<file path="src/hdl/interrupt_controller.sv">
`timescale 1ns/1ps
`default_nettype none

module interrupt_controller (
    input  logic       clk,
    input  logic       reset,
    input  logic       key_strobe,
    input  logic [7:0] key_code,
    input  logic       irq_ack,
    output logic       irq_pending,
    output logic [7:0] irq_code
);
    logic accept;

    // One level only, new keys dropped while one is pending
    assign accept = key_strobe && !irq_pending;

    always_ff @(posedge clk or negedge reset) begin
        if (!reset)
            irq_pending <= 1'b0;
        else if (irq_ack)
            irq_pending <= 1'b0;
        else if (accept)
            irq_pending <= 1'b1;
    end

    // Key code held until the core echoes it
    always_ff @(posedge clk) begin
        if (accept)
            irq_code <= key_code;
    end

    // Core must only ack a live request
    a_ack_needs_pending: assert property (@(posedge clk) disable iff (!reset)
        irq_ack |-> irq_pending);

endmodule

`default_nettype wire

</file>
<file path="config.mk">
export PLATFORM = sky130hd
export DESIGN_NAME = interrupt_controller
export DESIGN_NICKNAME = d
export VERILOG_FILES = /design/src/hdl/interrupt_controller.sv
export SDC_FILE = /design/constraint.sdc
export NUM_CORES = 1
export LEC_CHECK = 0
export ABC_AREA = 1
export ABC_CLOCK_PERIOD_IN_PS = 1450
export BUFFER_PORTS_ARGS = -buffer_cell sky130_fd_sc_hd__buf_2
export CAP_MARGIN = 30
export CORE_AREA = 2 2 39 41
export DETAILED_ROUTE_END_ITERATION = 16
export DIE_AREA = 0 0 41 43
export GPL_ROUTABILITY_DRIVEN = 0
export PLACE_DENSITY_LB_ADDON = 0.05
export REMOVE_ABC_BUFFERS = 1
export SYNTH_ARGS = -nofsm -noshare
export SYNTH_HDL_FRONTEND = slang
export SYNTH_SLANG_ARGS = --single-unit
</file>
<file path="constraint.sdc">
create_clock -name clk -period 1.45 [get_ports clk]
set_input_delay 0 -clock clk [delete_from_list [all_inputs] [get_ports clk]]
set_output_delay 0 -clock clk [all_outputs]
set_load 0.01 [all_outputs]
</file>
## After elaboration in Yosys (flattened, before gate mapping)

Index checks and enable logic that the tools add are counted.

- Latch bits: 0
- Memory bits (read-only): 0
- Bits in registers: 9
- Bits in writable memories: 0
- Memories kept: 0
- Output and inout bits: 9

- Shift operators: 0
- Add/subtract/negate cells: 0
- Eq/ne operators: 0
- $mul: 0
- Divide/modulo/power cells: 0
- Mux-type cells: 2
- Reductions and logical operators: 3
- Bitwise logic cells: 0
- Magnitude comparators: 0

Operator list:

| cell | number |
|---|---|
| 2-to-1 mux 1 bit | 2 |
| nonzero test 2 bit | 1 |
| logical AND 1 bit | 1 |
| zero test 1 bit | 1 |

## Logic depth before layout (Yosys ltp)

- Word-level depth: 4
- Mapped depth: 2

## Worst setup path before layout

Ideal clock, no wire load.

- Path kind: reg2reg
- Start point: register irq_pending
- End point: register irq_code[0] (enable)
- Setup time: 370 ps
- Stages on the path, launching flop included: 2
- Arrival time: 806 ps
- Path slack: 274 ps
- Cells stage by stage: dfrtp_1 > nor2_1

- Word-level cells in the longest chain between the ends: 2

RTL lines:

| element | RTL line | text |
|---|---|---|
| start: declaration | 10 | `output logic irq_pending,` |
| start signal: assignment | 20 | `irq_pending <= 1'b0;` |
| start signal: assignment | 22 | `irq_pending <= 1'b0;` |
| start signal: assignment | 24 | `irq_pending <= 1'b1;` |
| zero test 1 bit | 16 | `assign accept = key_strobe && !irq_pending;` |
| logical AND 1 bit | 16 |  |
| net accept | 13 | `logic accept;` |
| end signal: assignment | 30 | `irq_code <= key_code;` |
| end: declaration | 11 | `output logic [7:0] irq_code` |

The timed path passes the listed nets, and every way through them passes these cells.
A chain may end at the register's enable or synchronous reset.

## Final worst setup path

- Start point: register irq_pending
- End point: register irq_pending

- Word-level cells in the longest chain between the ends: 3

RTL lines:

| element | RTL line |
|---|---|
| zero test 1 bit | 16 |
| logical AND 1 bit | 16 |
| nonzero test 2 bit (no source line) | n/a |

Every way passes these cells.

==> results.md <==
| Stage | Quantity | Value |
| --- | --- | --- |
| outcome | Run status | complete, no violations |
| global routing | First-pass GRT wire length | 938 um |
| sta | Total negative slack | 0 ps |
| die | Area of the core | 0.00138 mm^2 |
| clock network | Clock latency on the worst-skew pair | 260 ps |
| worst setup path | CP required | 1590 ps |
| route | Detailed-route via count | 244 |
| sta | Max-slew headroom | 91.7% |
| synth | Post-Synthesis Cell Area | 280 um^2 |
| clock network | Buffer type at the clock tree root | sky130_fd_sc_hd__clkbuf_4 |
| global routing | Number of antenna violations at the first check in global routing | 0 |
| finish | Number of antenna repair diodes | 0 |
| synth | #FFs+latches synth | 9 |
| sta | Final-layout worst hold slack | 49.4 ps |
| sta | Final period demand of the worst path | 1170 ps |
| route | Starting DRC count in detailed routing | 0 |
| synth | Area share of the largest cell type after synthesis | 85.7% |
| worst setup path | Critical path class | reg2reg |
| sta | Pin slew with the least headroom to its limit | 124 ps |
| sta | Highest achievable clock rate | 856 MHz |
| synth | Warnings from Yosys | 0 |
| die | Starting density of the core | 20.3% |
| route | First drt pass iteration count | 1 |
| worst setup path | Cell at the slowest stage of the critical path | sky130_fd_sc_hd__dlygate4sd3_1 |
| sta | RSZ-0062 raised after global routing | false |
| min path | Class of the tightest hold or removal check | in2async |
| synth | Cells after synthesis | 13 |
| clock network | Clock Sink Count | 9 |
| clock network | Setup bufs post-CTS | 0 |
| worst setup path | CP Depth | 3 |
| route | Final routed DRC violation total | 0 |
| worst setup path | Crit-path leading delay family | buffers and inverters |
| die | Floorplan die area | 0.00176 mm^2 |
| global routing | GR Overflow Total | 0 |
| worst setup path | List of cells traversed by the critical path | nor2_1 > nor2_1 > dlygate4sd3_1 |
| worst setup path | Number of cells traversed by the worst register-to-register path | 3 |
| clock network | Clock tree from TritonCTS | built |
| finish | Share of the core filled with cells | 39.9% |
| finish | Register area | 265 um^2 |
| route | Count of nets left with antenna violations after detail routing | 0 |
| synth | Count of different cell masters after synthesis | 4 |
| finish | Total of fill cells in the finished design | 135 |
| clock network | Clock transition at the register clock pins on the worst setup and hold paths after CTS | 60 ps |
| finish | Area Growth Syn to Fin | 96.9% |
| worst setup path | Worst Path Arrival | 1310 ps |
| route | Detailed-route vias per instance | 3.70 |
| sta | Final setup vio count | 0 |
| worst setup path | Buffers and inverters on the worst path | 1 |
| worst setup path | Critical-path maximum fanout | 3 |
| synth | Avg Synthesized Cell Area | 21.6 um^2 |
| finish | Final layout net count | 63 |
| placed design | PortBufs | 20 |
| sta | Count of pins over their slew limit | 0 |
| worst setup path | Cell repeated most along the worst path | sky130_fd_sc_hd__nor2_1 |
| synth | Sequential share of the synthesized area | 94.6% |
| global routing | Maximum number of pins on one net before global-route repair | 6 |
| die | Die Y-Extent | 43 um |
| synth | Largest cells by area after synthesis | sky130_fd_sc_hd__edfxtp_1 (86%), sky130_fd_sc_hd__dfrtp_1 (8.9%), sky130_fd_sc_hd__nor2_1 (4.0%) |
| clock network | Number of buffers created by CTS | 3 |
| global routing | GRT Overall Usage | 8.58% |
| die | Die Wd | 41 um |
| worst setup path | Kind of start point of the critical path | flip-flop |
| worst setup path | Worst setup EP type | flip-flop |
| clock network | Max H-tree Level | 1 |
| sta | Clock Skews | 2.72 ps |
| sta | Final count of hold timing violations | 0 |
| power | Leakage | 0.000251 uW |
| worst setup path | Highest cell delay on the worst timing path | 540 ps |
| power | Power per cell area | 1020 mW/mm^2 |
| clock network | CTS Buffer Depth | 2 |
| die | Number of core rows | 14 |
| die | IO Count | 21 |
| sta | Post-route fraction of the period consumed by the critical path | 80.6% |
| route | Detailed-route wire length per cell | 8.73 um |
| synth | Leading area contributor after synthesis | sky130_fd_sc_hd__edfxtp_1 |
| global routing | Via count of the first global-routing pass | 248 |
| finish | Share of layout cells above drive strength 1 | 50.0% |
| power | Max VDD drop | 0.000407 V |
| route | Total wire length | 576 um |
| finish | Area of the multi-input gates | 11.3 um^2 |
| run | Count of maximum capacitance violations | 0 |
layer usage:
layer | share of wire, % | wire length [um] | global-route usage [%] | vias to the layer above
li1 | - | - | - | 119
met1 | 32 | 185 | 7.14 | 111
met2 | 55 | 316 | 14.1 | 12
met3 | 9.9 | 57 | 3.14 | 2
met4 | 2.8 | 16 | 8.00 | 0
met5 | 0 | 0 | 0 | -
cells in the final DEF, fill, tap and decap left out:
master and instances:
sky130_fd_sc_hd__inv_1 1, sky130_fd_sc_hd__buf_4 2, sky130_fd_sc_hd__buf_2 20, sky130_fd_sc_hd__dfrtp_1 1, sky130_fd_sc_hd__edfxtp_1 8, sky130_fd_sc_hd__dlygate4sd3_1 11, sky130_fd_sc_hd__clkbuf_1 1, sky130_fd_sc_hd__nor2_1 3
sky130_fd_sc_hd__clkbuf_4 3
stage by stage:
step	power [uW]	worst slack, ps	std cells	cell area (um^2)
2_1_floorplan	324	274	13	280
3_3_place_gp	356	506	51	415
3_5_place_dp	359	489	51	415
4_1_cts	574	276	66	552
5_1_grt	594	218	66	552
6_report	565	281	66	552
report_power, final:
part	internal (uW)	leakage (uW)	switching [uW]	total (uW)
registers	300	0.0000887	3.80	303
logic	44.8	0.000147	26.3	71.1
clock network	106	0.0000150	84.2	190
total	450	0.000251	114	565
logic make-up (layout without fill, tap and decap cells):
logic type    count (synthesis)  in the layout  share of synthesized area [%]
flops                         9              9                           94.6
simple gates                  3              3                           4.02
buf+inv                       1             38                           1.34
worst reg2reg max path, cell delays in order (launching register included):
cell	delay, ps
sky130_fd_sc_hd__dfrtp_1	390
sky130_fd_sc_hd__nor2_1	90
sky130_fd_sc_hd__nor2_1	40
sky130_fd_sc_hd__dlygate4sd3_1	540
final cells by class:
type                            instances  area share (%)
Clock buffer                            4            4.76
Inverter                                1           0.680
Multi-Input combinational cell          3            2.04
Sequential cell                         9            48.1
Tap cell                               16            3.63
Timing Repair Buffer                   33            40.8
sequential cells by signal, summed over array words and instances, names as in the netlist:
register and cells:
irq_pending 1, irq_code 8
synthesized netlist by cell type, drive strengths merged:
library cell  n
edfxtp        8
nor2          3
dfrtp         1
inv           1
path summary, 6_finish.rpt:
kind / start / end / slack [ps]
worst max-delay path: irq_pending / irq_pending / 280
worst min-delay path: reset / irq_pending / 50
worst max register to register: irq_pending / irq_pending / 280
worst min register to register: irq_pending / irq_code[7] / 730
max in group asynchronous: reset / irq_pending / 1320
min in group clk: key_strobe / irq_code[7] / 240
timing repair:
item / CTS / global route
endpoints found under the hold margin: 10 / 0
gates resized for setup: 0 / 0
hold buffers: 11 / 0
Power figures use the tool's default switching activity.
