===== config.mk =====
export PLATFORM = sky130hd
export DESIGN_NAME = bus_decoder
export DESIGN_NICKNAME = d
export VERILOG_FILES = /design/src/hdl/soc_pkg.sv /design/src/hdl/bus_decoder.sv
export SDC_FILE = /design/constraint.sdc
export NUM_CORES = 1
export LEC_CHECK = 0
export BUFFER_PORTS_ARGS = -buffer_cell sky130_fd_sc_hd__buf_2
export CAP_MARGIN = 40
export CORE_AREA = 5 5 178 180
export DETAILED_ROUTE_END_ITERATION = 8
export DIE_AREA = 0 0 183 185
export PLACE_DENSITY_LB_ADDON = 0.2
export SETUP_SLACK_MARGIN = 0.02
export SLEW_MARGIN = 20
export SYNTH_ARGS = -nofsm -noshare
export SYNTH_HDL_FRONTEND = slang
export SYNTH_SLANG_ARGS = --single-unit

===== constraint.sdc =====
create_clock -name clk -period 2.05 [get_ports clk]
set_clock_uncertainty 0.1 [all_clocks]
set_input_delay 0.3075 -clock clk [delete_from_list [all_inputs] [get_ports clk]]
set_output_delay 0.3075 -clock clk [all_outputs]
set_load 0.03 [all_outputs]

===== src/hdl/soc_pkg.sv =====
`default_nettype none

package soc_pkg;

    // Data path width
    localparam int xlen = 64;

    // Data RAM window, 8 KB of doublewords
    localparam logic [xlen-1:0] ram_base = 64'h0000_0000_0000_1000;
    localparam logic [xlen-1:0] ram_size = 64'h0000_0000_0000_2000;
    localparam int ram_words = 1024;
    localparam int ram_addr_width = 10;

    // Memory mapped I/O registers
    localparam logic [xlen-1:0] console_addr = 64'h0000_0000_8000_0000;
    localparam logic [xlen-1:0] key_echo_addr = 64'h0000_0000_8000_0008;

    // RV64I major opcodes for the supported subset
    localparam logic [6:0] rv_lui = 7'b0110111;
    localparam logic [6:0] rv_op_imm = 7'b0010011;
    localparam logic [6:0] rv_op = 7'b0110011;
    localparam logic [6:0] rv_load = 7'b0000011;
    localparam logic [6:0] rv_store = 7'b0100011;

    // funct3 values: add/addi share one, ld/sd the other
    localparam logic [2:0] f3_add = 3'b000;
    localparam logic [2:0] f3_double = 3'b011;

    // Decoded operations, anything unsupported lands on op_nop
    typedef enum logic [2:0] {
        op_lui,
        op_addi,
        op_add,
        op_ld,
        op_sd,
        op_nop
    } opcode_t;

    // Core sequencing states
    typedef enum logic [1:0] {
        st_fetch,
        st_execute,
        st_mem_wait,
        st_irq
    } cpu_state_t;

endpackage

`default_nettype wire


===== src/hdl/bus_decoder.sv =====
`timescale 1ns/1ps
`default_nettype none

module bus_decoder (
    input  logic                               clk,
    input  logic                               reset,
    input  logic [soc_pkg::xlen-1:0]           bus_address,
    input  logic [soc_pkg::xlen-1:0]           bus_write_data,
    input  logic                               bus_write,
    input  logic                               bus_read,
    output logic [soc_pkg::xlen-1:0]           bus_read_data,
    output logic                               ram_write,
    output logic                               ram_read,
    output logic [soc_pkg::ram_addr_width-1:0] ram_index,
    output logic [soc_pkg::xlen-1:0]           ram_write_data,
    input  logic [soc_pkg::xlen-1:0]           ram_read_data,
    output logic                               io_write,
    output logic [soc_pkg::xlen-1:0]           io_address,
    output logic [soc_pkg::xlen-1:0]           io_data
);
    import soc_pkg::*;

    logic ram_hit;
    logic io_hit;
    logic read_from_ram;
    logic [xlen-1:0] ram_offset;

    // Region select
    assign ram_hit = (bus_address >= ram_base) && (bus_address < ram_base + ram_size);
    assign io_hit = (bus_address == console_addr) || (bus_address == key_echo_addr);

    // Doubleword index inside the RAM window
    assign ram_offset = bus_address - ram_base;
    assign ram_index = ram_offset[ram_addr_width+2:3];
    assign ram_write_data = bus_write_data;
    assign ram_write = bus_write && ram_hit;
    assign ram_read = bus_read && ram_hit;

    // I/O writes leave in the same cycle
    assign io_write = bus_write && io_hit;
    assign io_address = bus_address;
    assign io_data = bus_write_data;

    // Track where the pending read went
    always_ff @(posedge clk or negedge reset) begin
        if (!reset)
            read_from_ram <= 1'b0;
        else if (bus_read)
            read_from_ram <= ram_hit;
    end

    // Unmapped and I/O loads read zero
    assign bus_read_data = read_from_ram ? ram_read_data : '0;

endmodule

`default_nettype wire


After elaboration in Yosys (flattened, before gate mapping):

Index checks and enable logic that the tools add are counted.
W data, S select, Z words.

* bits of input ports: 196
* output and inout port bits: 269
* RAM bits: 0
* memory bits (read-only): 0
* register bits after elaboration: 1
* latch bits: 0
* memories: 0

* add/subtract/negate cells: 1
* reduce and logical (&&, ||, !) cells: 5
* shifts and indexed selects: 0
* magnitude comparators: 2
* eq/ne operators: 2
* bitwise logic cells: 0
* $mul: 0
* divide/modulo/power cells: 0
* multiplexer cells: 1

Operators with widths (number)
* $eq A64 B32 Y1 const B: 2
* $ge A64 B13 Y1 const B: 1
* $lt A64 B14 Y1 const B: 1
* $mux W64: 1
* $sub A13 B13 Y13 const B: 1
* $logic_and A1 B1 Y1: 4
* $logic_or A1 B1 Y1: 1

Logic depth before layout (Yosys ltp):

Gate-level depths: netlist of run 1.

* depth in word-level cells: 3
* depth in mapped cells: 4

Worst setup path after synthesis of run 1:

No wires, ideal clock.

* path kind: input -> output
* start point: input bus_address[52] (netlist bit)
* end point: output ram_read
* stages on the path: 3
* path slack: -0.089 ns
* arrival time: 1.731 ns
* data required time: 1.642 ns
* cell sequence: nor4_1 > nand4_1 > nor4_1

* longest elaborated chain between the ends: 3
* elaborated cells on any way between the ends: 4
* those cells by class: 2 x order compare; 2 x reduce/logical

RTL lines
* start, declared: line bus_decoder.sv:7 `input logic [soc_pkg::xlen-1:0] bus_address,`
* $ge A64 B13 Y1 / $lt A64 B14 Y1 (equally long branches): line bus_decoder.sv:29 `assign ram_hit = (bus_address >= ram_base) && (bus_address < ram_base + ram_size);`
* $logic_and A1 B1 Y1 (*): line bus_decoder.sv:29
* $logic_and A1 B1 Y1 (*): line bus_decoder.sv:37 `assign ram_read = bus_read && ram_hit;`
* end, declared: line bus_decoder.sv:13 `output logic ram_read,`

Every way passes the cells marked *; elsewhere a longest branch is shown, timed or not.

Worst setup path after layout of run 1:

* start point: input bus_address[39] (netlist bit)
* end point: output io_write

* longest elaborated chain between the ends: 3
* elaborated cells on any way between the ends: 4
* those cells by class: 2 x eq/ne; 2 x reduce/logical

RTL lines
* $eq A64 B32 Y1: line bus_decoder.sv:30 `assign io_hit = (bus_address == console_addr) || (bus_address == key_echo_addr);`
* $logic_or A1 B1 Y1 (*): line bus_decoder.sv:30
* $logic_and A1 B1 Y1 (*): line bus_decoder.sv:40 `assign io_write = bus_write && io_hit;`
* end, declared: line bus_decoder.sv:17 `output logic io_write,`

Marks and branches as above.

==> run_results.csv, run 1 <==
group,metric,value,unit
floorplan,initial_core_util,0.0722,
critical_path,critPathMaxFanout,3,
timing,drv_slew,0,
cells_and_area,layout_common_cells,"buf_2 (260), and2_1 (64), buf_4 (18), nor4_4 (7), buf_6 (6)",
drt,drtPass1Iterations,4,
pwr,p_per_area,161,nW/um2
timing,hold_slack,0.496,ns
drt,drt_iter0_drc,36,
yosys,synth_nets,501,
floorplan,placementRows,64,
global_routing,antenna_found_initial,0,
outcome,violations,"setup timing",
cells_and_area,largest_register_ffs,1,
timing,fin_crit,2.08,ns
cells_and_area,drive_gt1_frac,0.790,
outcome,outcome,"complete, but fails checks",
drt,routed-via-count,1928,
cells_and_area,reg_top3,"read_from_ram x1",
yosys,ys_ff_latch,1,
floorplan,core-area,30000,um2
cells_and_area,top_register,"read_from_ram",
placed_design,dpl.hpwl,7970,um
cells_and_area,layout.nets,583,
yosys,seq_area_frac_synth,0.0115,
critical_path,crit_path_end_kind,"output port",
yosys,postSynthAreaPerCell,7.11,um2
timing,max_clock_freq,480,MHz
timing,hold_viol_final,0,
global_routing,grt_pass1_wl,11200,um
drt,viasPerCell,2.47,
critical_path,critical_path_class,"primary input to output port",
yosys,synth_cell_types,18,
cells_and_area,antennaDiodeCount,0,
critical_path,required,1.64,ns
timing,worst_slew_pin_slew,0.308,ns
critical_path,worst_setup_path_start_kind,"primary input",
floorplan,die-area,33900,um2
yosys,synthesis.area,2170,um2
critical_path,crit_arrival,1.68,ns
timing,slew_headroom,0.793,
floorplan,die_w,183,um
timing,rsz0062_at_grt,"yes",
timing,setup_viol,2,
timing,fin_crit_sh,1.02,
timing,fin_tns_setup,-0.0547,ns
placed_design,io_buffers,269,
yosys,yosysWarningCount,0,
global_routing,grt_pass1_vias,1889,
global_routing,overflow,0,
yosys,synthesis.instances,305,
drt,detail_route.wl_per_cell,11.2,um
job,cap_violations,0,
timing,setup_slack,-0.0328,ns
pwr,irDropWorstVdd,82.3,uV
clocking,clk_latency,0,ns
floorplan,fp.dieH,185,um
clocking,clk_pin_slew,0,ns
worst_hold_path,hp-class,"primary input to register",
floorplan,ioPinCount,465,
global_routing,track_usage,0.0417,
drt,wl,8770,um
drt,ant_nets,0,
cells_and_area,final_common_cell,"buf_2",
pwr,p_leak,1.56,nW
placed_design,gp_congestion,0.670,
cells_and_area,area_delta_synth_final,30.5,%
drt,drc,0,
global_routing,grt_max_degree,62,
-- stage by stage --
stage | power [mW] | utilization | std cells | instance area (um2) | setup WS [ns]
3_5_place_dp | 0.429 | 0.0873 | 779 | 2620 | -0.208
3_3_place_gp | 0.432 | 0.0873 | 779 | 2620 | -0.225
5_1_grt | 0.486 | 0.0943 | 781 | 2830 | -0.136
4_1_cts | 0.446 | 0.0915 | 781 | 2750 | -0.0714
6_report | 0.456 | 0.0943 | 781 | 2830 | -0.0328
2_1_floorplan | 0.767 | - | 305 | 2170 | 0.192
-- final cells by class --
class | instances | area (um2)
multi-input combinational | 95 | 741
timing repair buffer | 288 | 1560
fill | 3553 | 27200
sequential | 1 | 26.3
tap | 396 | 495
inverter | 1 | 3.75
-- worst max-delay path, stage by stage --
cell     delay (ns)
buf_4          0.12
nor4_4         0.27
buf_4          0.16
nand2_2        0.05
nor4_2         0.27
buf_4          0.17
and4_1         0.19
buf_6          0.14
-- kinds of logic after synthesis --
logic type / count (synthesis) / synth area share
buf+inv: 209 / 0.710
simple gates: 93 / 0.271
compound gates: 1 / 0.00404
xor+xnor: 1 / 0.00404
flops: 1 / 0.0115
-- worst paths after layout --
kind | start | end | depth (start not counted) | slack, ns
setup / recovery | bus_address[39] | io_write | 8 | -0.03
hold / removal | bus_read | read_from_ram | 2 | 0.50
setup reg to reg | read_from_ram | read_from_ram | 2 | 1.02
hold reg to reg | read_from_ram | read_from_ram | 2 | 0.62
max in group asynchronous | reset | read_from_ram | 2 | 1.24
min in group asynchronous | reset | read_from_ram | 2 | 0.52
-- power breakdown --
group | internal [mW] | switching [mW] | total [mW]
clock | 0 | 0 | 0
combinational | 0.172 | 0.264 | 0.435
sequential | 0.0201 | 0 | 0.0201
total | 0.192 | 0.264 | 0.456
-- Yosys cell counts --
library cell / instances / area (um2)
and4_1: 1 / 8.76
nor4b_1: 1 / 8.76
and2_1: 64 / 400
a31o_2: 1 / 8.76
buf_4: 201 / 1510
nor4_2: 2 / 25.0
dfrtp_1: 1 / 25.0
nand2_1: 1 / 3.75
nor2_1: 3 / 11.3
and3_1: 2 / 12.5
nor2b_1: 1 / 6.26
nor4_1: 13 / 81.3
clkbuf_1: 7 / 26.3
xnor2_1: 1 / 8.76
nand4_1: 3 / 18.8
nor3_1: 1 / 5.00
nand3_1: 1 / 5.00
inv_1: 1 / 3.75
-- timing repair --
item	CTS	global route
hold buffers	1	0
endpoints found under the hold margin	1	0
pin swaps	6	7
endpoints found under the setup margin	3	3
resized for setup	21	16
buffers inserted	2	0
-- per-layer routing --
layer	track usage	up-vias	part of all wire
met4	0.00834	0	0.019
li1	-	915	-
met3	0.0273	14	0.18
met1	0.0474	790	0.34
met5	0	-	0
met2	0.0663	209	0.46
Power figures use the tool's default switching activity.
==> run 2, diff against run 1 <==
--- a/config.mk
+++ b/config.mk
@@ -10,7 +10,7 @@
 export CORE_AREA = 5 5 178 180
 export DETAILED_ROUTE_END_ITERATION = 8
 export DIE_AREA = 0 0 183 185
-export PLACE_DENSITY_LB_ADDON = 0.2
+export PLACE_DENSITY = 0.34
 export SETUP_SLACK_MARGIN = 0.02
 export SLEW_MARGIN = 20
 export SYNTH_ARGS = -nofsm -noshare
==> run 2 against run 1 <==
The run still ends with setup timing left; sequential share of layout area is essentially flat; sequential cell count is the same; sequential power is essentially flat; fmax shrank 1.1%; via count grew 6.2%; die area is the same; combinational power grew 2%; cell count grew 0.38%; worst setup slack lost 0.024 ns; worst hold slack lost 0.0077 ns; critical path type unchanged; largest power group unchanged.
==> run_results.csv, run 2 (same netlist as run 1, synthesis figures left out) <==
group,metric,value,unit
outcome,outcome,"complete, but fails checks",
outcome,violations,"setup timing",
drt,viasPerCell,2.61,
critical_path,critical_path_class,"primary input to output port",
drt,wl,8970,um
drt,drt_iter0_drc,32,
floorplan,initial_core_util,0.0722,
drt,ant_nets,0,
worst_hold_path,hp-class,"primary input to register",
timing,rsz0062_at_grt,"yes",
drt,detail_route.wl_per_cell,11.4,um
timing,fin_crit_sh,1.03,
global_routing,grt_max_degree,59,
floorplan,die_w,183,um
timing,setup_viol,2,
clocking,clk_latency,0,ns
clocking,clk_pin_slew,0,ns
critical_path,required,1.64,ns
timing,drv_slew,0,
cells_and_area,reg_top3,"read_from_ram x1",
cells_and_area,top_register,"read_from_ram",
critical_path,crit_path_end_kind,"output port",
timing,fin_crit,2.11,ns
drt,drc,0,
drt,drtPass1Iterations,4,
placed_design,dpl.hpwl,8110,um
floorplan,die-area,33900,um2
timing,slew_headroom,0.784,
critical_path,worst_setup_path_start_kind,"primary input",
floorplan,placementRows,64,
timing,setup_slack,-0.0566,ns
critical_path,crit_arrival,1.70,ns
global_routing,grt_pass1_vias,2001,
timing,max_clock_freq,475,MHz
placed_design,pre_cts_slack,-0.255,ns
floorplan,ioPinCount,465,
cells_and_area,drive_gt1_frac,0.786,
critical_path,critPathMaxFanout,3,
pwr,p_leak,1.59,nW
timing,worst_slew_pin_slew,0.321,ns
cells_and_area,layout.nets,586,
floorplan,core-area,30000,um2
global_routing,grt_pass1_wl,11400,um
placed_design,gp_congestion,0.713,
global_routing,antenna_found_initial,2,
global_routing,track_usage,0.0430,
global_routing,overflow,0,
drt,routed-via-count,2048,
cells_and_area,area_delta_synth_final,33.1,%
cells_and_area,largest_register_ffs,1,
timing,hold_slack,0.488,ns
cells_and_area,final_common_cell,"buf_2",
cells_and_area,antennaDiodeCount,0,
cells_and_area,layout_common_cells,"buf_2 (257), and2_1 (64), buf_4 (18), buf_6 (13), nor4_4 (8)",
pwr,p_per_area,160,nW/um2
job,cap_violations,0,
pwr,irDropWorstVdd,110,uV
floorplan,fp.dieH,185,um
timing,hold_viol_final,0,
placed_design,io_buffers,269,
[run 2: critical path, cell delays in order]
cell and delay, ns:
buf_8 0.10, nor4_4 0.27, nand4_1 0.14, buf_6 0.15
nor4_4 0.23, buf_4 0.16, and4_1 0.19, buf_6 0.14
[run 2: layout make-up]
class / instances / area [um2]
fillers: 3540 / 27100
repair buffers: 291 / 1610
multi-input cells: 95 / 747
well taps: 396 / 495
flip-flops and latches: 1 / 26.3
inverters: 1 / 3.75
[run 2: timing repair]
action	in CTS	in global routing
hold endpoints to repair	1	0
hold buffers	1	0
resized for setup	16	26
buffers inserted	2	1
endpoints found under the setup margin	3	3
pin swaps	3	8
[run 2: per-layer routing]
metal / GRT usage / routed length (um) / up-vias
met5: 0 / 0 / -
met4: 0.00924 / 202 / 0
met3: 0.0293 / 1810 / 32
met2: 0.0743 / 4180 / 266
met1: 0.0433 / 2780 / 824
li1: - / - / 926
[run 2: through the flow]
step	util	instances	total power [mW]	TNS, ns	cell area, um2
CTS	0.0913	783	0.442	-0.248	2740
global route	0.0961	784	0.493	-0.404	2890
global placement	0.0869	779	0.429	-0.575	2610
detailed placement	0.0876	780	0.427	-0.507	2630
finish	0.0961	784	0.463	-0.0785	2890
floorplan	-	305	0.767	0	2170
[run 2: where the power goes]
group          total [mW]  switching, mW  internal, mW
logic               0.443          0.265         0.178
clock network           0              0             0
registers          0.0201              0        0.0201
total               0.463          0.265         0.198
[run 2: worst paths after layout]
path	from	endpoint	slack [ns]	depth (start not counted)
max in group asynchronous	reset	read_from_ram	1.25	2
max reg2reg	read_from_ram	read_from_ram	0.98	2
min	bus_read	read_from_ram	0.49	2
min in group asynchronous	reset	read_from_ram	0.51	2
max	bus_address[17]	io_write	-0.06	8
min reg2reg	read_from_ram	read_from_ram	0.69	2
