[src/hdl/soc_pkg.sv]
`default_nettype none

package soc_pkg;

    // Data path width
    localparam int xlen = 64;

    // Data RAM window, 8 KB of doublewords
    localparam logic [xlen-1:0] ram_base = 64'h0000_0000_0000_1000;
    localparam logic [xlen-1:0] ram_size = 64'h0000_0000_0000_2000;
    localparam int ram_words = 1024;
    localparam int ram_addr_width = 10;

    // Memory mapped I/O registers
    localparam logic [xlen-1:0] console_addr = 64'h0000_0000_8000_0000;
    localparam logic [xlen-1:0] key_echo_addr = 64'h0000_0000_8000_0008;

    // RV64I major opcodes for the supported subset
    localparam logic [6:0] rv_lui = 7'b0110111;
    localparam logic [6:0] rv_op_imm = 7'b0010011;
    localparam logic [6:0] rv_op = 7'b0110011;
    localparam logic [6:0] rv_load = 7'b0000011;
    localparam logic [6:0] rv_store = 7'b0100011;

    // funct3 values: add/addi share one, ld/sd the other
    localparam logic [2:0] f3_add = 3'b000;
    localparam logic [2:0] f3_double = 3'b011;

    // Decoded operations, anything unsupported lands on op_nop
    typedef enum logic [2:0] {
        op_lui,
        op_addi,
        op_add,
        op_ld,
        op_sd,
        op_nop
    } opcode_t;

    // Core sequencing states
    typedef enum logic [1:0] {
        st_fetch,
        st_execute,
        st_mem_wait,
        st_irq
    } cpu_state_t;

endpackage

`default_nettype wire

[src/hdl/cpu_control.sv]
`timescale 1ns/1ps
`default_nettype none

module cpu_control (
    input  logic                     clk,
    input  logic                     reset,
    input  logic [31:0]              instruction,
    output logic [31:0]              pc,
    output soc_pkg::opcode_t         opcode,
    output logic [31:0]              instr,
    output logic [4:0]               rs1_index,
    output logic [4:0]               rs2_index,
    output logic [4:0]               rd_index,
    output logic                     rd_write,
    output logic [soc_pkg::xlen-1:0] rd_data,
    input  logic [soc_pkg::xlen-1:0] rs2_data,
    input  logic [soc_pkg::xlen-1:0] result,
    output logic [soc_pkg::xlen-1:0] bus_address,
    output logic [soc_pkg::xlen-1:0] bus_write_data,
    output logic                     bus_write,
    output logic                     bus_read,
    input  logic [soc_pkg::xlen-1:0] bus_read_data,
    input  logic                     irq_pending,
    input  logic [7:0]               irq_code,
    output logic                     irq_ack
);
    import soc_pkg::*;

    cpu_state_t state;
    cpu_state_t state_next;
    logic [6:0] major;
    logic [2:0] funct3;
    logic [6:0] funct7;

    // Instruction fields
    assign major = instr[6:0];
    assign funct3 = instr[14:12];
    assign funct7 = instr[31:25];
    assign rd_index = instr[11:7];
    assign rs1_index = instr[19:15];
    assign rs2_index = instr[24:20];

    // Decode into the small opcode set
    always_comb begin
        opcode = op_nop;
        case (major)
            rv_lui: opcode = op_lui;
            rv_op_imm: begin
                if (funct3 == f3_add)
                    opcode = op_addi;
            end
            rv_op: begin
                // Only plain ADD, SUB and friends fall through to nop
                if (funct3 == f3_add && funct7 == 7'b0)
                    opcode = op_add;
            end
            rv_load: begin
                if (funct3 == f3_double)
                    opcode = op_ld;
            end
            rv_store: begin
                if (funct3 == f3_double)
                    opcode = op_sd;
            end
            default: opcode = op_nop;
        endcase
    end

    // State, pc and instruction register
    always_ff @(posedge clk or negedge reset) begin
        if (!reset) begin
            state <= st_fetch;
            pc <= '0;
            instr <= '0;
        end else begin
            state <= state_next;
            // Skip the capture when an interrupt preempts this fetch
            if (state == st_fetch && !irq_pending)
                instr <= instruction;
            if (state == st_execute)
                pc <= pc + 32'd4;
        end
    end

    // Next state and per-state strobes
    always_comb begin
        state_next = state;
        rd_write = 1'b0;
        rd_data = result;
        bus_address = result;
        bus_write_data = rs2_data;
        bus_write = 1'b0;
        bus_read = 1'b0;
        irq_ack = 1'b0;
        case (state)
            st_fetch: begin
                state_next = irq_pending ? st_irq : st_execute;
            end
            st_execute: begin
                state_next = st_fetch;
                case (opcode)
                    op_lui, op_addi, op_add: rd_write = 1'b1;
                    op_sd: bus_write = 1'b1;
                    op_ld: begin
                        bus_read = 1'b1;
                        state_next = st_mem_wait;
                    end
                    default: rd_write = 1'b0;
                endcase
            end
            st_mem_wait: begin
                // RAM data arrives one cycle after the read strobe
                rd_write = 1'b1;
                rd_data = bus_read_data;
                state_next = st_fetch;
            end
            st_irq: begin
                // Echo the key code, then release the controller
                bus_address = key_echo_addr;
                bus_write_data = {{(xlen-8){1'b0}}, irq_code};
                bus_write = 1'b1;
                irq_ack = 1'b1;
                state_next = st_fetch;
            end
            default: state_next = st_fetch;
        endcase
    end

    // One bus request at a time
    a_bus_exclusive: assert property (@(posedge clk) disable iff (!reset)
        !(bus_write && bus_read));

    // Ack only from st_irq, and fetch resumes right after
    a_ack_in_irq: assert property (@(posedge clk) disable iff (!reset)
        irq_ack |-> (state == st_irq) ##1 (state == st_fetch));

endmodule

`default_nettype wire

[config.mk]
export PLATFORM = sky130hd
export DESIGN_NAME = cpu_control
export DESIGN_NICKNAME = d
export VERILOG_FILES = /design/src/hdl/soc_pkg.sv /design/src/hdl/cpu_control.sv
export SDC_FILE = /design/constraint.sdc
export NUM_CORES = 1
export LEC_CHECK = 0
export BUFFER_PORTS_ARGS = -buffer_cell sky130_fd_sc_hd__buf_2
export CORE_AREA = 2 2 197 199
export DETAILED_ROUTE_END_ITERATION = 10
export DIE_AREA = 0 0 199 201
export PLACE_DENSITY = 0.45
export SLEW_MARGIN = 40
export SYNTH_ARGS = -nofsm -noshare
export SYNTH_HDL_FRONTEND = slang
export SYNTH_SLANG_ARGS = --single-unit
export TNS_END_PERCENT = 1
[constraint.sdc]
create_clock -name clk -period 1.8 [get_ports clk]
set_input_delay 0.09 -clock clk [delete_from_list [all_inputs] [get_ports clk]]
set_output_delay 0.09 -clock clk [all_outputs]
set_load 0.005 [all_outputs]
# After elaboration in Yosys (flattened, before gate mapping)
# Index checks and enable logic that the tools add are counted.
[word_totals] input_bits=235 output_inout_bits=278 register_bits=66
[op_classes] n_addsub=1 n_eq_ne=13 reduce_logical=9 muxes=18
[op_table] operator="64-bit two-way mux" n=3
[op_table] operator="32-bit by 3-bit adder with 32-bit output (second input constant)" n=1
[op_table] operator="7-bit by 6-bit == test with 1-bit output (second input constant)" n=3
[op_table] operator="3-bit one-hot mux with 5 select lines" n=1
[op_table] operator="3-bit by 2-bit == test with 1-bit output (second input constant)" n=3
[op_table] operator="3-bit two-way mux" n=3
[op_table] operator="7-bit by 2-bit == test with 1-bit output (second input constant)" n=1
[op_table] operator="7-bit by 5-bit == test with 1-bit output (second input constant)" n=1
[op_table] operator="7-bit logical NOT" n=1
[op_table] operator="3-bit logical NOT" n=2
[op_table] operator="1-bit two-way mux" n=6
[op_table] operator="2-bit one-hot mux with 3 select lines" n=1
[op_table] operator="2-bit == test (second input constant)" n=2
[op_table] operator="2-bit two-way mux" n=2
[op_table] operator="1-bit one-hot mux with 2 select lines" n=2
[op_table] operator="3-bit by 1-bit == test with 1-bit output (second input constant)" n=1
[op_table] operator="3-bit == test (second input constant)" n=1
[op_table] operator="3-bit OR reduction" n=1
[op_table] operator="2-bit by 1-bit == test with 1-bit output (second input constant)" n=1
[op_table] operator="1-bit logical AND" n=2
[op_table] operator="2-bit logical NOT" n=1
[op_table] operator="2-bit OR reduction" n=1
[op_table] operator="1-bit logical NOT" n=1

# Depth between registers and ports, before layout
# Gate-level depths: netlist of the first run.
[logic_depth] depth_word=8 depth_mapped=8 depth_no_buf=6

# Least setup slack after synthesis of the first run
# OpenSTA, ideal clock, no wires.
[synth_timing] path_type="reg-to-reg" start="register state[1]" end="register pc[27]" path_buffers=2 arrival_ps=1771 stages_incl_launch_ff=9 synth_period_minus_slack_ps=1850 path_slack_ps=-50 required_ps=1721 path_cell_list="dfrtp_1 > inv_1 > ha_1 > buf_6 > nand4_4 > or3_4 > buf_6 > nor4_4 > xor2_1"
[synth_via] elab_chain_cells=1
[synth_lines] item="from (decl)" line="cpu_control.sv:29" rtl="cpu_state_t state;"
[synth_lines] item="from (signal assigned)" line="cpu_control.sv:72" rtl="state <= st_fetch;"
[synth_lines] item="from (signal assigned)" line="cpu_control.sv:76" rtl="state <= state_next;"
[synth_lines] item="2-bit by 1-bit == test with 1-bit output" line="cpu_control.sv:80" rtl="if (state == st_execute)"
[synth_lines] item="to (signal assigned)" line="cpu_control.sv:81" rtl="pc <= pc + 32'd4;"
[synth_lines] item="to (decl)" line="cpu_control.sv:8" rtl="output logic [31:0] pc,"
# Every way passes these cells.
# A chain may end at the register's enable or synchronous reset.

# Final worst setup path of the first run
[layout_timing] start="register state[1]" end="output rd_data[10] (netlist bit)"
[layout_via] elab_chain_cells=2
[layout_lines] item="2-bit == test" line="cpu_control.sv:95" rtl="case (state)"
[layout_lines] item="64-bit two-way mux" line="cpu_control.sv:95"
[layout_lines] item="to (decl)" line="cpu_control.sv:15" rtl="output logic [soc_pkg::xlen-1:0] rd_data,"
# Every way passes these cells.

==> impl_metrics.py, run 1 <==
metrics = {
    "synth": {
        "ys_warn_count": 0,
        "post_synth.cell_area_avg_um2": 10.3,
        "synth-simple-area-share_pct": 26.0,
        "synth_top_family_by_area": "simple AND/OR/NAND/NOR gates",
        "yosysSeqAreaShare_pct": 34.3,
        "synthMuxAreaShare_pct": 25.6,
        "yosysUniqueCellTypes": 41,
        "async_flop_share_pct": 100,
        "syn_inst": 454,
        "ys_ff_latch": 64,
        "synth_compound_area_share_pct": 1.13,
        "synth_xor_area_share_pct": 5.45,
        "synth-adder-area-share_pct": 1.34,
        "ys.flop_type": "dfrtp_1",
        "synthesis.area_um2": 4660,
        "synth_edf_count": 0,
    },
    "clock_tree": {
        "clock_sinks": 64,
        "insertion_delay_ns": 0.33,
        "clk_path_buf_depth": 2,
        "cts_tree": "yes",
        "htreeDepth": 3,
        "clk_pin_slew_ns": 0.06,
        "cts_buffers": 9,
        "cts_root_buf": "clkbuf_16",
    },
    "routing": {
        "drc_errors": 0,
        "num_vias": 5786,
        "first_iter_violations": 161,
        "drtPass1Iterations": 4,
        "routedWlPerCell_um": 19.0,
        "wl_mm": 29.5,
        "postRouteAntennaNets": 0,
        "vias_per_cell": 3.73,
    },
    "floorplan": {
        "io_pins": 513,
        "die_y_um": 201,
        "num_rows": 72,
        "dieArea_um2": 40000,
        "core_um2": 38100,
        "die_w_um": 199,
        "start_util_pct": 12.2,
    },
    "sta": {
        "fin_worst_skew_ns": 0.00706,
        "drv_slew": 0,
        "fin_crit_sh_pct": 108,
        "setup_viol_count_final": 76,
        "hold_violations": 0,
        "fmax_mhz": 515,
        "rsz0062_at_grt": "yes",
        "layout_setup_ws_ns": -0.140,
        "min_period_ns": 1.94,
    },
    "hold_path": {
        "worstHoldPathCells": 2,
        "worstHoldStart": "irq_pending",
        "min_to": "state[1]",
        "holdCritPathClass": "primary input to flip-flop",
    },
    "global_routing": {
        "overflow": 0,
        "grt_pass1_vias": 5886,
        "grtUsageTotal_pct": 14.1,
        "grt_pass1_wl_mm": 41.0,
        "grt_max_degree": 48,
        "antenna_found_initial": 16,
    },
    "critical_path": {
        "r2r_end": "pc[29]",
        "r2r_slack_ns": -0.01,
        "critPathKind": "flip-flop to output port",
        "setup.worst_path.start_class": "flip-flop",
        "rr_startpoint": "state[1]",
        "arrival_ns": 1.85,
        "end_kind": "output port",
        "ff2ff_path_depth": 6,
        "cp.required_ns": 1.71,
        "crit_fanout": 5,
    },
    "layout": {
        "fin_util_pct": 25.1,
        "drive_above_1_share_pct": 71.1,
        "final_cell_mix": "480 x buf_2, 107 x nor2b_1, 62 x dfrtp_1",
        "final_common_cell": "buf_2",
        "fin_cells": 1550,
        "area_growth_syn_to_layout_pct": 105,
        "nets": 1258,
    },
    "placed_design": {
        "dp.cells": 1471,
        "routabilityCongestion": 0.853,
        "dp_hpwl_mm": 24.1,
        "io_buffers": 510,
    },
    "power_and_ir_drop": {
        "leakage_nw": 4.89,
        "powerDensity_nw_per_um2": 549,
        "ir_drop_v": 0.000413,
    },
    "run": {
        "timing.max_cap.violations": 0,
    },
    "status": {
        "violations": "negative setup slack",
        "outcome": "complete, but fails checks",
    },
}
-- metal layers --
metal	global-route usage [%]	routed length, µm	vias to the layer above
li1	-	-	2664
met1	17.8	12300	2805
met5	0	34	-
met3	3.48	2370	37
met2	22.9	14100	274
met4	5.97	727	6
-- area by class of cell --
class                   instances  area, µm²
diodes                          9       22.5
clock buffers                  11        253
clock inverters                 5       62.6
fillers                      4197      28500
inverters                       7       28.8
multi-input cells             339       3120
flip-flops and latches         64       1600
well taps                     518        648
repair buffers                597       3830
-- synthesized netlist by cell type (3+ instances only) --
| library cell | count | area share, % |
|---|---|---|
| nor2_1 | 8 | 0.64 |
| buf_1 | 3 | 0.24 |
| mux2_2 | 106 | 26 |
| nor4_1 | 7 | 0.94 |
| nor2b_1 | 119 | 16 |
| buf_6 | 3 | 0.72 |
| xor2_1 | 17 | 3.2 |
| and3_1 | 3 | 0.40 |
| clkbuf_1 | 22 | 1.8 |
| xnor2_1 | 12 | 2.3 |
| buf_4 | 17 | 2.7 |
| nand4_1 | 4 | 0.54 |
| nand2_1 | 13 | 1.0 |
| dfrtp_1 | 64 | 34 |
| nor3_1 | 8 | 0.86 |
| nand3_1 | 9 | 0.97 |
| inv_1 | 7 | 0.56 |
| ha_1 | 5 | 1.3 |
-- flip-flops by register name (all words and copies together), names as in the netlist --
signal and cells:
state 2, pc 30, instr 32
-- timing repair --
action,CTS,global route
pin swaps,6,1
endpoints found under the setup margin,117,124
hold buffers,33,0
resized for setup,107,28
cloned,9,0
endpoints found under the hold margin,49,0
setup buffers,14,0
-- how the worst max path moves through the flow --
| stage | start | end | slack, ns | cells after the start |
|---|---|---|---|---|
| 2_1_floorplan | state[1] | pc[27] | -0.05 | 8 |
| 3_3_place_gp | state[1] | pc[29] | -0.07 | 6 |
| 3_5_place_dp | state[1] | pc[29] | -0.05 | 6 |
| 4_1_cts | state[0] | rd_data[28] | -0.17 | 8 |
| 5_1_grt | state[0] | rd_data[59] | -0.21 | 8 |
| 6_report | state[1] | rd_data[10] | -0.14 | 7 |
-- worst max-delay path: stages (launching register included) --
cell and delay, ns:
dfrtp_1 0.38, buf_6 0.13, ha_4 0.17, buf_8 0.13, buf_12 0.13, buf_16 0.14, mux2_4 0.31, buf_6 0.12
-- logic make-up after synthesis --
group / after synthesis
fa+ha+maj: 5
compound gates: 7
simple gates: 190
xor+xnor: 29
buf+inv: 52
mux: 106
flops: 64
other cells: 1
-- power breakdown --
group / switching (mW) / internal [mW]
sequential: 0.163 / 1.58
combinational: 0.707 / 0.956
clock: 0.690 / 1.15
-- metrics by stage --
stage | total power, mW | TNS, ns | area, µm² | setup WS, ns | hold slack, ns
after floorplan | 2.30 | -0.108 | 4670 | -0.0489 | -0.206
after detailed placement | 3.25 | -0.0477 | 7990 | -0.0477 | 0.0635
final | 5.25 | -8.12 | 9570 | -0.140 | 0.0487
after global placement | 3.23 | -0.0675 | 7990 | -0.0675 | 0.0607
after CTS | 5.32 | -10.69 | 9430 | -0.167 | 0.0359
after global routing | 5.56 | -14.91 | 9570 | -0.210 | 0.0507
Note: power is estimated with default switching activity, not from simulation.
==> run 2, diff against run 1 <==
Settings changed: PLACE_DENSITY 0.45 to 0.37.
==> impl_metrics.py, run 2 (synthesis results as in run 1) <==
metrics = {
    "global_routing": {
        "grt_pass1_wl_mm": 39.8,
        "antenna_found_initial": 15,
        "grt_max_degree": 37,
        "grtUsageTotal_pct": 13.6,
        "grt_pass1_vias": 5768,
        "overflow": 0,
    },
    "sta": {
        "fin_crit_sh_pct": 111,
        "setup_tns_ns": -9.22,
        "fmax_mhz": 502,
        "drv_slew": 0,
        "setup_viol_count_final": 77,
        "fin_worst_skew_ns": 0.00902,
        "layout_setup_ws_ns": -0.190,
        "min_period_ns": 1.99,
        "hold_violations": 0,
        "rsz0062_at_grt": "yes",
        "worst_pin_slew_ns": 0.552,
        "relSlewSlack_pct": 63.2,
    },
    "hold_path": {
        "worstHoldStart": "instruction[12]",
        "holdCritPathClass": "primary input to flip-flop",
    },
    "critical_path": {
        "ff2ff_path_depth": 6,
        "cp-endpoint": "rd_data[26]",
        "setup.worst_path.start": "state[0]",
        "cp_cell_sequence": "buf_6, inv_4, ha_4, buf_12, buf_8, buf_12, mux2_4, buf_6",
        "r2r_end": "pc[29]",
        "r2r_slack_ns": -0.04,
        "crit_slowest_cell": "dfrtp_1",
        "critPathKind": "flip-flop to output port",
        "cp.required_ns": 1.71,
        "rr_startpoint": "state[1]",
        "arrival_ns": 1.90,
        "setup.worst_path.start_class": "flip-flop",
        "crit_fanout": 8,
        "cp_slowest_stage_delay_ns": 0.39,
        "end_kind": "output port",
    },
    "placed_design": {
        "io_buffers": 510,
        "place_ws_ns": -0.144,
        "routabilityCongestion": 0.870,
        "dp_hpwl_mm": 23.8,
    },
    "floorplan": {
        "io_pins": 513,
        "start_util_pct": 12.2,
        "num_rows": 72,
        "die_y_um": 201,
        "dieArea_um2": 40000,
        "die_w_um": 199,
        "core_um2": 38100,
    },
    "layout": {
        "nFillCells": 4219,
        "drive_above_1_share_pct": 70.0,
        "multi_input_area_um2": 3090,
        "largest_reg_flops": 32,
        "final_common_cell": "buf_2",
        "nets": 1255,
        "regArea_um2": 1600,
        "regMostFlops": "instr",
        "area_growth_syn_to_layout_pct": 105,
        "final_cell_mix": "460 x buf_2, 115 x nor2b_1, 63 x dfrtp_1",
        "top_regs": "instr (32), pc (30), state (2)",
    },
    "routing": {
        "first_iter_violations": 180,
        "routedWlPerCell_um": 18.7,
        "num_vias": 5668,
        "wl_mm": 28.9,
        "drtPass1Iterations": 4,
        "drc_errors": 0,
        "vias_per_cell": 3.67,
        "postRouteAntennaNets": 0,
    },
    "clock_tree": {
        "clk_pin_slew_ns": 0.06,
        "htreeDepth": 3,
        "insertion_delay_ns": 0.34,
        "cts_root_buf": "clkbuf_16",
        "clock_sinks": 64,
        "cts_tree": "yes",
        "cts_buffers": 9,
        "clk_path_buf_depth": 2,
    },
    "power_and_ir_drop": {
        "swShare_pct": 29.5,
        "leakage_nw": 4.90,
        "intPower_mw": 3.76,
        "p_comb_share_pct": 30.7,
        "p_sw_mw": 1.57,
        "ir_drop_v": 0.000447,
        "p_clk_share_pct": 36.5,
        "seq_power_share_pct": 32.8,
        "powerDensity_nw_per_um2": 558,
    },
    "status": {
        "outcome": "complete, but fails checks",
        "violations": "negative setup slack",
    },
    "run": {
        "timing.max_cap.violations": 0,
    },
}
==> run 2: cell types whose count changed in the layout (fill, tap and decap cells not counted), sizes merged <==
| cell | previous run | this run |
|---|---|---|
| buf | 564 | 562 |
| bufinv | 1 | 2 |
| clkbuf | 11 | 9 |
| clkinv | 1 | 2 |
| clkinvlp | 2 | 1 |
| diode | 9 | 7 |
| dlygate4sd3 | 33 | 32 |
| inv | 8 | 9 |
==> run 2: what timing repair did <==
| action | in CTS | in global routing |
|---|---|---|
| buffers inserted | 8 | 0 |
| endpoints found under the setup margin | 118 | 135 |
| resized for setup | 99 | 36 |
| pin swaps | 5 | 3 |
| hold buffers | 32 | 0 |
| gates cloned | 5 | 0 |
| hold endpoints to repair | 51 | 0 |
==> run 2: worst max-delay path: cells and delay by family, from the launching register on <==
kind,cells,cell delay [ns]
adders and majority gates,1,0.15
DFF,1,0.39
buffers and inverters,6,0.68
muxes,1,0.33
==> run 2: power groups by stage <==
stage          Combinational, mW  Sequential (mW)  Clock (mW)
4_1_cts                     1.63             1.75        2.01
6_report                    1.64             1.75        1.94
2_1_floorplan              0.540             1.76           0
3_5_place_dp                1.47             1.77           0
3_3_place_gp                1.47             1.76           0
5_1_grt                     1.79             1.78        2.08
==> run 2: layout make-up <==
cell class	count	area share [%]
clock buffer	9	2.35
sequential	64	16.8
clock inverter	7	1.07
multi-input combinational	339	32.3
antenna	7	0.183
inverter	7	0.301
timing repair buffer	594	40.2
tap	518	6.77
==> run 2: worst min-delay path by stage <==
stage                end  slack [ns]  depth (start not counted)
6_report       instr[12]        0.02                          2
5_1_grt        instr[12]      0.0008                          2
4_1_cts        instr[12]       0.003                          2
3_5_place_dp      pc[26]        0.11                          1
3_3_place_gp      pc[26]        0.11                          1
2_1_floorplan   instr[0]       -0.21                          0
==> run 2: per-stage QoR <==
step / cell area (µm²) / instances / utilization [%] / hold WS, ns / power (mW)
floorplan: 4670 / 455 / - / -0.206 / 2.30
detailed placement: 8040 / 1477 / 21.1 / 0.110 / 3.23
global placement: 8040 / 1477 / 21.1 / 0.112 / 3.23
finish: 9570 / 1545 / 25.1 / 0.0157 / 5.33
global route: 9560 / 1543 / 25.1 / 0.000777 / 5.64
CTS: 9380 / 1538 / 24.6 / 0.00317 / 5.39
==> run 2: routing by layer <==
| layer | part of all wire (%) | vias up | track usage, % | wire (µm) |
|---|---|---|---|---|
| met5 | 0.30 | - | 0 | 86 |
| met3 | 8.2 | 27 | 4.18 | 2370 |
| met2 | 49 | 251 | 23.1 | 14100 |
| met4 | 0.92 | 12 | 3.73 | 265 |
| met1 | 42 | 2717 | 16.6 | 12100 |
| li1 | - | 2661 | - | - |
